<file path="src/include/clock_defs.svh">
`ifndef CLOCK_DEFS_SVH
`define CLOCK_DEFS_SVH

// Speed register location on the IO bus
`define CLK_SPEED_REG_ADDR 16'hFF4D

// Cycles of I_CLK33MHZ between slow ticks (normal speed)
`define CLK_SLOW_DIV 5'd16

// Cycles between fast ticks (double speed and DMA)
// Has to divide CLK_SLOW_DIV so that slow ticks land on fast ones
`define CLK_FAST_DIV 4'd8

// Width of the switch countdown counter
`define CLK_COUNT_W 16

// Cycles the controller is held off before a speed change
`define CLK_DEFAULT_COUNTDOWN 255

`endif
</file>
<file path="src/logic/clock_pkg.sv">
package clock_pkg;

   // One request on the IO register bus
   typedef struct packed {
      logic [15:0] addr;
      logic [7:0]  wdata;
      logic        we;       // Single-cycle write strobe
      logic        re;       // Read strobe, data back one cycle later
   } io_req_t;

   // Clock-enable ticks from the divider
   typedef struct packed {
      logic fast;
      logic slow;            // Always coincides with fast
   } clk_ticks_t;

   typedef struct packed {
      logic double_speed;
      logic switching;       // Countdown running, controller held off
   } speed_status_t;

   // The speed register byte means different things on write and read
   typedef union packed {
      struct packed {
         logic [6:0] rsvd;
         logic       prepare;      // Arms a speed switch
      } wr;
      struct packed {
         logic       cur_double;   // Current speed
         logic [5:0] rsvd;
         logic       switching;
      } rd;
   } speed_reg_u;

endpackage

</file>
<file path="src/logic/clock_top.sv">
`timescale 1ns/100ps
`include "clock_defs.svh"

module clock_top #(
   parameter int unsigned COUNTDOWN_CYCLES = `CLK_DEFAULT_COUNTDOWN
) (
   input  logic               I_CLK33MHZ,
   input  logic               I_SYNC_RESET,
   input  logic               I_DOUBLE_SPEED,
   input  clock_pkg::io_req_t io_req,
   output logic [7:0]         rdata,
   output logic               rd_valid,
   output logic               main_tick,
   output logic               dma_tick,
   output logic               double_speed,
   output logic               disable_controller
);

   clock_pkg::clk_ticks_t    ticks;
   clock_pkg::speed_status_t status;
   logic                     prepare_pulse;   // Register port to switch FSM

   tick_generator i_tick_generator (
      .I_CLK33MHZ   (I_CLK33MHZ),
      .I_SYNC_RESET (I_SYNC_RESET),
      .ticks        (ticks)
   );

   speed_reg_port i_speed_reg_port (
      .I_CLK33MHZ    (I_CLK33MHZ),
      .I_SYNC_RESET  (I_SYNC_RESET),
      .req           (io_req),
      .status        (status),
      .prepare_pulse (prepare_pulse),
      .rdata         (rdata),
      .rd_valid      (rd_valid)
   );

   speed_switch_ctrl #(
      .COUNTDOWN_CYCLES (COUNTDOWN_CYCLES)
   ) i_speed_switch_ctrl (
      .I_CLK33MHZ         (I_CLK33MHZ),
      .I_SYNC_RESET       (I_SYNC_RESET),
      .I_DOUBLE_SPEED     (I_DOUBLE_SPEED),
      .prepare_pulse      (prepare_pulse),
      .ticks              (ticks),
      .status             (status),
      .main_tick          (main_tick),
      .dma_tick           (dma_tick),
      .double_speed       (double_speed),
      .disable_controller (disable_controller)
   );

endmodule

</file>
<file path="src/logic/speed_switch_ctrl.sv">
`timescale 1ns/100ps
`include "clock_defs.svh"

module speed_switch_ctrl #(
   parameter int unsigned COUNTDOWN_CYCLES = `CLK_DEFAULT_COUNTDOWN
) (
   input  logic                     I_CLK33MHZ,
   input  logic                     I_SYNC_RESET,
   input  logic                     I_DOUBLE_SPEED,
   input  logic                     prepare_pulse,
   input  clock_pkg::clk_ticks_t    ticks,
   output clock_pkg::speed_status_t status,
   output logic                     main_tick,
   output logic                     dma_tick,
   output logic                     double_speed,
   output logic                     disable_controller
);

   localparam logic [`CLK_COUNT_W-1:0] COUNT_LOAD = `CLK_COUNT_W'(COUNTDOWN_CYCLES);
   localparam logic [`CLK_COUNT_W-1:0] COUNT_STEP = `CLK_COUNT_W'(1);

   typedef enum logic {
      ST_IDLE,
      ST_COUNTING
   } state_t;

   state_t                  state;
   state_t                  state_nxt;
   logic [`CLK_COUNT_W-1:0] count;
   logic                    count_done;

   assign count_done = (count == '0);

   always_comb begin
      state_nxt = state;
      case (state)
         ST_IDLE: begin
            if (prepare_pulse) begin
               state_nxt = ST_COUNTING;
            end
         end
         ST_COUNTING: begin
            // New prepares are dropped here until the switch is over
            if (count_done) begin
               state_nxt = ST_IDLE;
            end
         end
         default: state_nxt = ST_IDLE;
      endcase
   end

   always_ff @(posedge I_CLK33MHZ) begin
      if (I_SYNC_RESET) begin
         state        <= ST_IDLE;
         count        <= '0;
         double_speed <= I_DOUBLE_SPEED;   // Strap picks the start-up speed
      end else begin
         state <= state_nxt;
         if (state == ST_IDLE && prepare_pulse) begin
            count <= COUNT_LOAD;
         end else if (state == ST_COUNTING && !count_done) begin
            count <= count - COUNT_STEP;
         end
         // Speed flips on the same edge the controller is released
         if (state == ST_COUNTING && count_done) begin
            double_speed <= ~double_speed;
         end
      end
   end

   // High for COUNTDOWN_CYCLES+1 cycles as the count runs down to zero inclusive
   assign disable_controller = (state == ST_COUNTING);

   assign status.double_speed = double_speed;
   assign status.switching    = disable_controller;

   // Tick select follows the speed flag
   assign main_tick = double_speed ? ticks.fast : ticks.slow;
   assign dma_tick  = ticks.fast;                          // DMA always at the fast rate

endmodule

</file>
<file path="src/logic/speed_reg_port.sv">
`timescale 1ns/100ps
`include "clock_defs.svh"

module speed_reg_port (
   input  logic                     I_CLK33MHZ,
   input  logic                     I_SYNC_RESET,
   input  clock_pkg::io_req_t       req,
   input  clock_pkg::speed_status_t status,
   output logic                     prepare_pulse,
   output logic [7:0]               rdata,
   output logic                     rd_valid
);

   clock_pkg::speed_reg_u wr_byte;
   clock_pkg::speed_reg_u rd_byte;
   logic                  addr_hit;
   logic                  wr_prepare;
   logic                  rd_hit;

   assign addr_hit = (req.addr == `CLK_SPEED_REG_ADDR);

   // Write side, only bit 0 means anything
   assign wr_byte    = req.wdata;
   assign wr_prepare = req.we & addr_hit & wr_byte.wr.prepare;

   assign rd_hit = req.re & addr_hit;

   // Status byte as the CPU sees it
   always_comb begin
      rd_byte.rd.cur_double = status.double_speed;
      rd_byte.rd.rsvd       = '0;
      rd_byte.rd.switching  = status.switching;
   end

   // Writes are always accepted
   // A prepare gives one pulse on the next edge
   always_ff @(posedge I_CLK33MHZ) begin
      if (I_SYNC_RESET) begin
         prepare_pulse <= 1'b0;
      end else begin
         prepare_pulse <= wr_prepare;
      end
   end

   // Fixed one-cycle read latency
   always_ff @(posedge I_CLK33MHZ) begin
      if (I_SYNC_RESET) begin
         rd_valid <= 1'b0;
         rdata    <= 8'h00;
      end else begin
         rd_valid <= rd_hit;
         rdata    <= rd_hit ? rd_byte : 8'h00;   // Zero unless our register is read
      end
   end

endmodule

</file>
<file path="src/logic/tick_generator.sv">
`timescale 1ns/100ps
`include "clock_defs.svh"

module tick_generator (
   input  logic                  I_CLK33MHZ,
   input  logic                  I_SYNC_RESET,
   output clock_pkg::clk_ticks_t ticks
);

   localparam logic [4:0] SLOW_LAST = `CLK_SLOW_DIV - 5'd1;
   localparam logic [4:0] FAST_DIV  = 5'(`CLK_FAST_DIV);
   localparam logic [4:0] FAST_LAST = FAST_DIV - 5'd1;

   logic [4:0] div_cnt;
   logic       fast_hit;
   logic       slow_hit;

   // Decode on the current count, the tick shows up one cycle later
   assign slow_hit = (div_cnt == SLOW_LAST);
   assign fast_hit = ((div_cnt % FAST_DIV) == FAST_LAST);

   // Free-running divider, one period per slow tick
   always_ff @(posedge I_CLK33MHZ) begin
      if (I_SYNC_RESET) begin
         div_cnt <= '0;
      end else if (slow_hit) begin
         div_cnt <= '0;
      end else begin
         div_cnt <= div_cnt + 5'd1;
      end
   end

   // Registered enables
   // Each is high for one cycle at the end of its period
   always_ff @(posedge I_CLK33MHZ) begin
      if (I_SYNC_RESET) begin
         ticks <= '0;
      end else begin
         ticks.fast <= fast_hit;
         ticks.slow <= slow_hit;   // Implies fast_hit as FAST_DIV divides SLOW_DIV
      end
   end

endmodule

</file>
<file path="config.mk">
export PLATFORM = sky130hd
export DESIGN_NAME = clock_top
export DESIGN_NICKNAME = d
export VERILOG_FILES = /design/src/logic/clock_pkg.sv /design/src/logic/clock_top.sv /design/src/logic/speed_switch_ctrl.sv /design/src/logic/speed_reg_port.sv /design/src/logic/tick_generator.sv
export VERILOG_INCLUDE_DIRS = /design/src /design/src/include
export SDC_FILE = /design/constraint.sdc
export NUM_CORES = 1
export LEC_CHECK = 0
export BUFFER_PORTS_ARGS = -buffer_cell sky130_fd_sc_hd__buf_2
export CORE_MARGIN = 8
export CORE_UTILIZATION = 54
export DETAILED_ROUTE_END_ITERATION = 10
export PLACE_DENSITY = 0.94
export SLEW_MARGIN = 30
export SYNTH_ARGS = -nofsm -noshare
export SYNTH_HDL_FRONTEND = slang
export SYNTH_SLANG_ARGS = --single-unit
</file>
<file path="constraint.sdc">
create_clock -name I_CLK33MHZ -period 5.5 [get_ports I_CLK33MHZ]
set_input_delay 0.825 -clock I_CLK33MHZ [delete_from_list [all_inputs] [get_ports I_CLK33MHZ]]
set_output_delay 0.825 -clock I_CLK33MHZ [all_outputs]
set_load 0.02 [all_outputs]
</file>
# [Word level (Yosys, flattened, before mapping)]
# Index checks and enable logic that the tools add are counted.
[classes] n_eq_ne=3 addsub=2 bitwise=6 mux=8 n_reduce_logical=10
[ops] operator="$eq 16x16->1 const B" count=1
[ops] operator="$logic_not 16->1" count=1
[ops] operator="$mux 8" count=2
[ops] operator="$sub 16x1->16 const B" count=1
[ops] operator="$reduce_or 2->1" count=3
[ops] operator="$add 5x1->5 const B" count=1
[ops] operator="$eq 5x4->1 const B" count=1
[ops] operator="$mux 1" count=5
[ops] operator="$reduce_bool 2->1" count=2
[ops] operator="$and 1x1->1" count=3
[ops] operator="$eq 3x3->1 const B" count=1
[ops] operator="$logic_and 1x1->1" count=3
[ops] operator="$not 1->1" count=3
[ops] operator="$pmux 1 s2" count=1
[ops] operator="$logic_not 1->1" count=1
[totals] elab_cells=40 ff_bits=35 out_inout_bits=13

# [Logic depth before layout (Yosys ltp)]
[logic_depth] word_depth=5 ltp_mapped=7 mapped_depth_nobuf=6

# [Modules after synthesis]
# Synthesis repeated with hierarchy kept, for this count alone.
[unflattened] cells_unflattened=159 hier_area_um2=1486.4
[by_module_without_submodules] module="speed_switch_ctrl" cells_per_inst=115 seq_area_each_um2=370.4 instances=1 area_per_inst_um2=1011.0
[by_module_without_submodules] module="tick_generator" cells_per_inst=22 seq_area_each_um2=140.1 instances=1 area_per_inst_um2=259.0
[by_module_without_submodules] module="speed_reg_port" cells_per_inst=22 seq_area_each_um2=80.1 instances=1 area_per_inst_um2=216.5

# [Worst setup path after synthesis]
# OpenSTA, ideal clock, no wires.
[synth_path] path_type="input to register" start="input port io_req[24] in the netlist's numbering" end="register i_speed_reg_port.rdata[0]" arrival_time_ns=1.852 slack_ns=3.588 stages=4 path_cell_list="nand4_1 or4_1 nor4_1 and2_1"
[synth_via] elab_chain_cells=4
[synth_rtl] element="from (decl)" line="clock_top.sv:10" rtl="input clock_pkg::io_req_t io_req,"
[synth_rtl] element="$eq 16x16->1 (no source line)"
[synth_rtl] element="$and 1x1->1" line="speed_reg_port.sv:26" rtl="assign rd_hit = req.re & addr_hit;"
[synth_rtl] element="$not 1->1 (no source line)"
[synth_rtl] element="$reduce_or 2->1 (no source line)"
[synth_rtl] element="to (signal assigned)" line="speed_reg_port.sv:52" rtl="rdata <= rd_hit ? rd_byte : 8'h00;"
[synth_rtl] element="to (decl)" line="speed_reg_port.sv:10" rtl="output logic [7:0] rdata,"
# No other way between the ends.
# A chain may end at the register's enable or synchronous reset.

# [Worst setup path after layout]
[layout_path] start="register i_speed_switch_ctrl.double_speed" end="output port main_tick"
[layout_via] elab_chain_cells=1
[layout_rtl] element="from (decl)" line="speed_switch_ctrl.sv:15" rtl="output logic double_speed,"
[layout_rtl] element="from (signal assigned)" line="speed_switch_ctrl.sv:66" rtl="double_speed <= ~double_speed;"
[layout_rtl] element="$mux 1" line="speed_switch_ctrl.sv:78" rtl="assign main_tick = double_speed ? ticks.fast : ticks.slow;"
[layout_rtl] element="to (decl)" line="clock_top.sv:13" rtl="output logic main_tick,"
# No other way between the ends.

==> results.ini <==
[clock_network]
cts_resized=0
cts_hold_buf=0
clock-sinks=29
cts.reportedPaths.clkPinSlew_ns=0.09
cts_htree_levels=2
insertion_delay_ns=0.33
cts_buffers=5
cts_post_setup_buffers_inserted=0
cts_root_buffer=clkbuf_4
cts_max_path_buffers=2
cts_tree=built

[synthesis]
syn_area_mm2=0.00143
synthDistinctLibCells=44
syn_area_per_cell_um2=9.26
ys_ff_latch=29
seq_area_frac_synth_pct=41.4
yosysWarnings=0
syn_inst=154

[sta]
setup_violations=0
fin_crit_sh_pct=37.4
tns_ns=0
worst_pin_slew_ns=0.672
grt_setup_unrepaired=false
slew_headroom_pct=55.1
min_period_ns=2.06
finalHoldViolCount=0
clock_skew_ns=0.00515
fmax_ghz=0.486
finalMaxSlewViolations=0

[critical_path]
cp_cell_sequence=mux2_2 -> buf_2
path_max_fanout=4
worstSetupStartpointType=register
cp_slowest_cell=edfxtp_1
required_ns=4.68
cp_top_family=flip-flops
crit_arrival_ns=1.23
cpPeakStageDelay_ns=0.41
end_kind=output pin
critPathKind=reg2out
critPathBufInv=1
r2r_slack_ns=3.58

[routing]
drt-total-wl_mm=3.28
drc=0
wl_per_cell_um=15.4
dr.pass1.iters=4
num_vias=1234
drtIter0Drc=38
vias_per_cell=5.79
drtAntennaViolNets=0

[floorplanning]
fp-row-count=18
start_util_pct=57.1
dieArea_mm2=0.00454
die_w_um=67.4
die_h_um=67.4
core_mm2=0.00250
pin_count=42

[layout]
multi_input_area_um2=766
nets=215
areaGrowthSynthToFinish_pct=15.1
layout-drive-gt1-share_pct=27.3
fin_util_pct=65.7
num-fill-cells=199
regArea_um2=591
n_antenna_cell=0

[power_and_ir_drop]
p_per_area_mw_per_mm2=258
vdd_drop_max_v=0.000267
leakage_nw=0.680

[outcome]
status=completed

[grt]
grt_pass1_wl_mm=5.33
grt_pass1_vias=1188
track_usage_pct=15.1
antenna_found_initial=0
grt_overflow=0
grt_max_degree=24

[placed_design]
post-dp-hpwl_mm=2.43
numPortBuffers=28
place.gp.congestion=0.860

[hold_path]
holdCritPathClass=reg2reg

[run]
maxCapViolations=0

synth_stat cells, drive strengths merged:
cell type  count  area, um2
dfxtp         28        561
a21oi          9       45.0
buf            8       55.1
nand2          8       30.0
nor2           7       26.3
nor4           7       65.1
or3            7       50.1
nor3           6       30.0
inv            5       18.8
nand3          5       30.0
nor3b          5       42.5
or4            5       37.5
a211oi         4       30.0
clkbuf         4       15.0
ha             4       50.1
nor2b          4       25.0
a311oi         3       26.3
a31oi          3       18.8
and3           3       18.8
nand4          3       25.0
o21a           3       22.5
o31ai          3       22.5
or2            3       18.8
and2           2       12.5
and4bb         2       25.0
o21ai          2       10.0
xor2           2       17.5
a21o           1       7.51
and4           1       8.76
conb           1       3.75
edfxtp         1       30.0
mux2           1       11.3
mux2i          1       10.0
nand4b         1       8.76
o2111ai        1       8.76
or3b           1       8.76
layer usage:
layer	GRT usage, %	up-vias	share of wire [%]	routed length [um]
met5	0	-	0	0
met4	5.22	0	1.0	34
met3	4.14	5	3.0	98
met2	26.5	16	55	1790
met1	17.3	590	41	1350
li1	-	623	-	-
registers in the layout, summed over array words and instances, names as in the netlist:
name	cells
i_speed_switch_ctrl.count	16
i_speed_switch_ctrl.double_speed	1
i_tick_generator.ticks	2
i_speed_switch_ctrl.disable_controller	1
i_tick_generator.div_cnt	5
i_speed_reg_port.prepare_pulse	1
i_speed_reg_port.rd_valid	1
i_speed_reg_port.rdata	2
power by group:
group,internal [mW],switching [mW],total (mW)
Combinational,0.00950,0.0130,0.0225
Clock,0.108,0.0770,0.185
Sequential,0.214,0.00190,0.215
Total,0.331,0.0919,0.423
final timing paths:
check | startpoint | to | cells after the start
worst max-delay path | i_speed_switch_ctrl.double_speed | main_tick | 2
worst min-delay path | i_tick_generator.div_cnt[0] | i_tick_generator.div_cnt[0] | 1
worst max register to register | i_speed_switch_ctrl.count[0] | i_speed_switch_ctrl.count[13] | 6
worst min register to register | i_tick_generator.div_cnt[0] | i_tick_generator.div_cnt[0] | 1
layout by cell type, fill, tap and decap left out, drive strengths merged, types with 4 or more instances in the layout:
cell	count
a211oi	4
a21oi	9
buf	28
clkbuf	6
conb	6
dfxtp	28
ha	4
inv	5
nand2	8
nand3	5
nor2	7
nor2b	4
nor3	6
nor3b	5
nor4	7
or3	7
or4	5
area by class of cell:
type	instances	share of cell area [%]
clock buffer	6	3.13
inverter	5	1.14
tap	30	2.29
timing repair buffer	28	8.54
sequential	29	36.0
clock inverter	2	2.29
multi-input combinational	113	46.6
worst register-to-register path: stages, from the launching register on:
cell and delay, ns:
dfxtp_1 0.42, inv_1 0.07, ha_1 0.24, nor3b_1 0.17, and3_1 0.27, or4_1 0.53, a21oi_1 0.16
cells by family (layout without fill, tap and decap cells):
kind of cell	after synthesis	count (layout)	synth area share, %
AND/OR/NAND/NOR	70	70	32.5
AO/OA/AOI/OAI	29	29	13.4
flip-flops	29	29	41.4
buffers and inverters	17	41	6.23
adder cells (fa/ha/maj)	4	4	3.51
XOR/XNOR	2	2	1.23
multiplexers	2	2	1.49
other	1	6	0.263
metrics by stage:
step	setup WS [ns]	hold slack (ns)	cell area, um2	instances	power [mW]
2_1_floorplan	3.59	0.432	1450	159	0.235
3_3_place_gp	3.43	0.442	1550	205	0.240
3_5_place_dp	3.40	0.477	1550	205	0.242
4_1_cts	3.43	0.491	1640	213	0.425
5_1_grt	3.40	0.506	1640	213	0.438
6_report	3.44	0.492	1640	213	0.423
No activity file was read; power rests on OpenSTA's default activity.
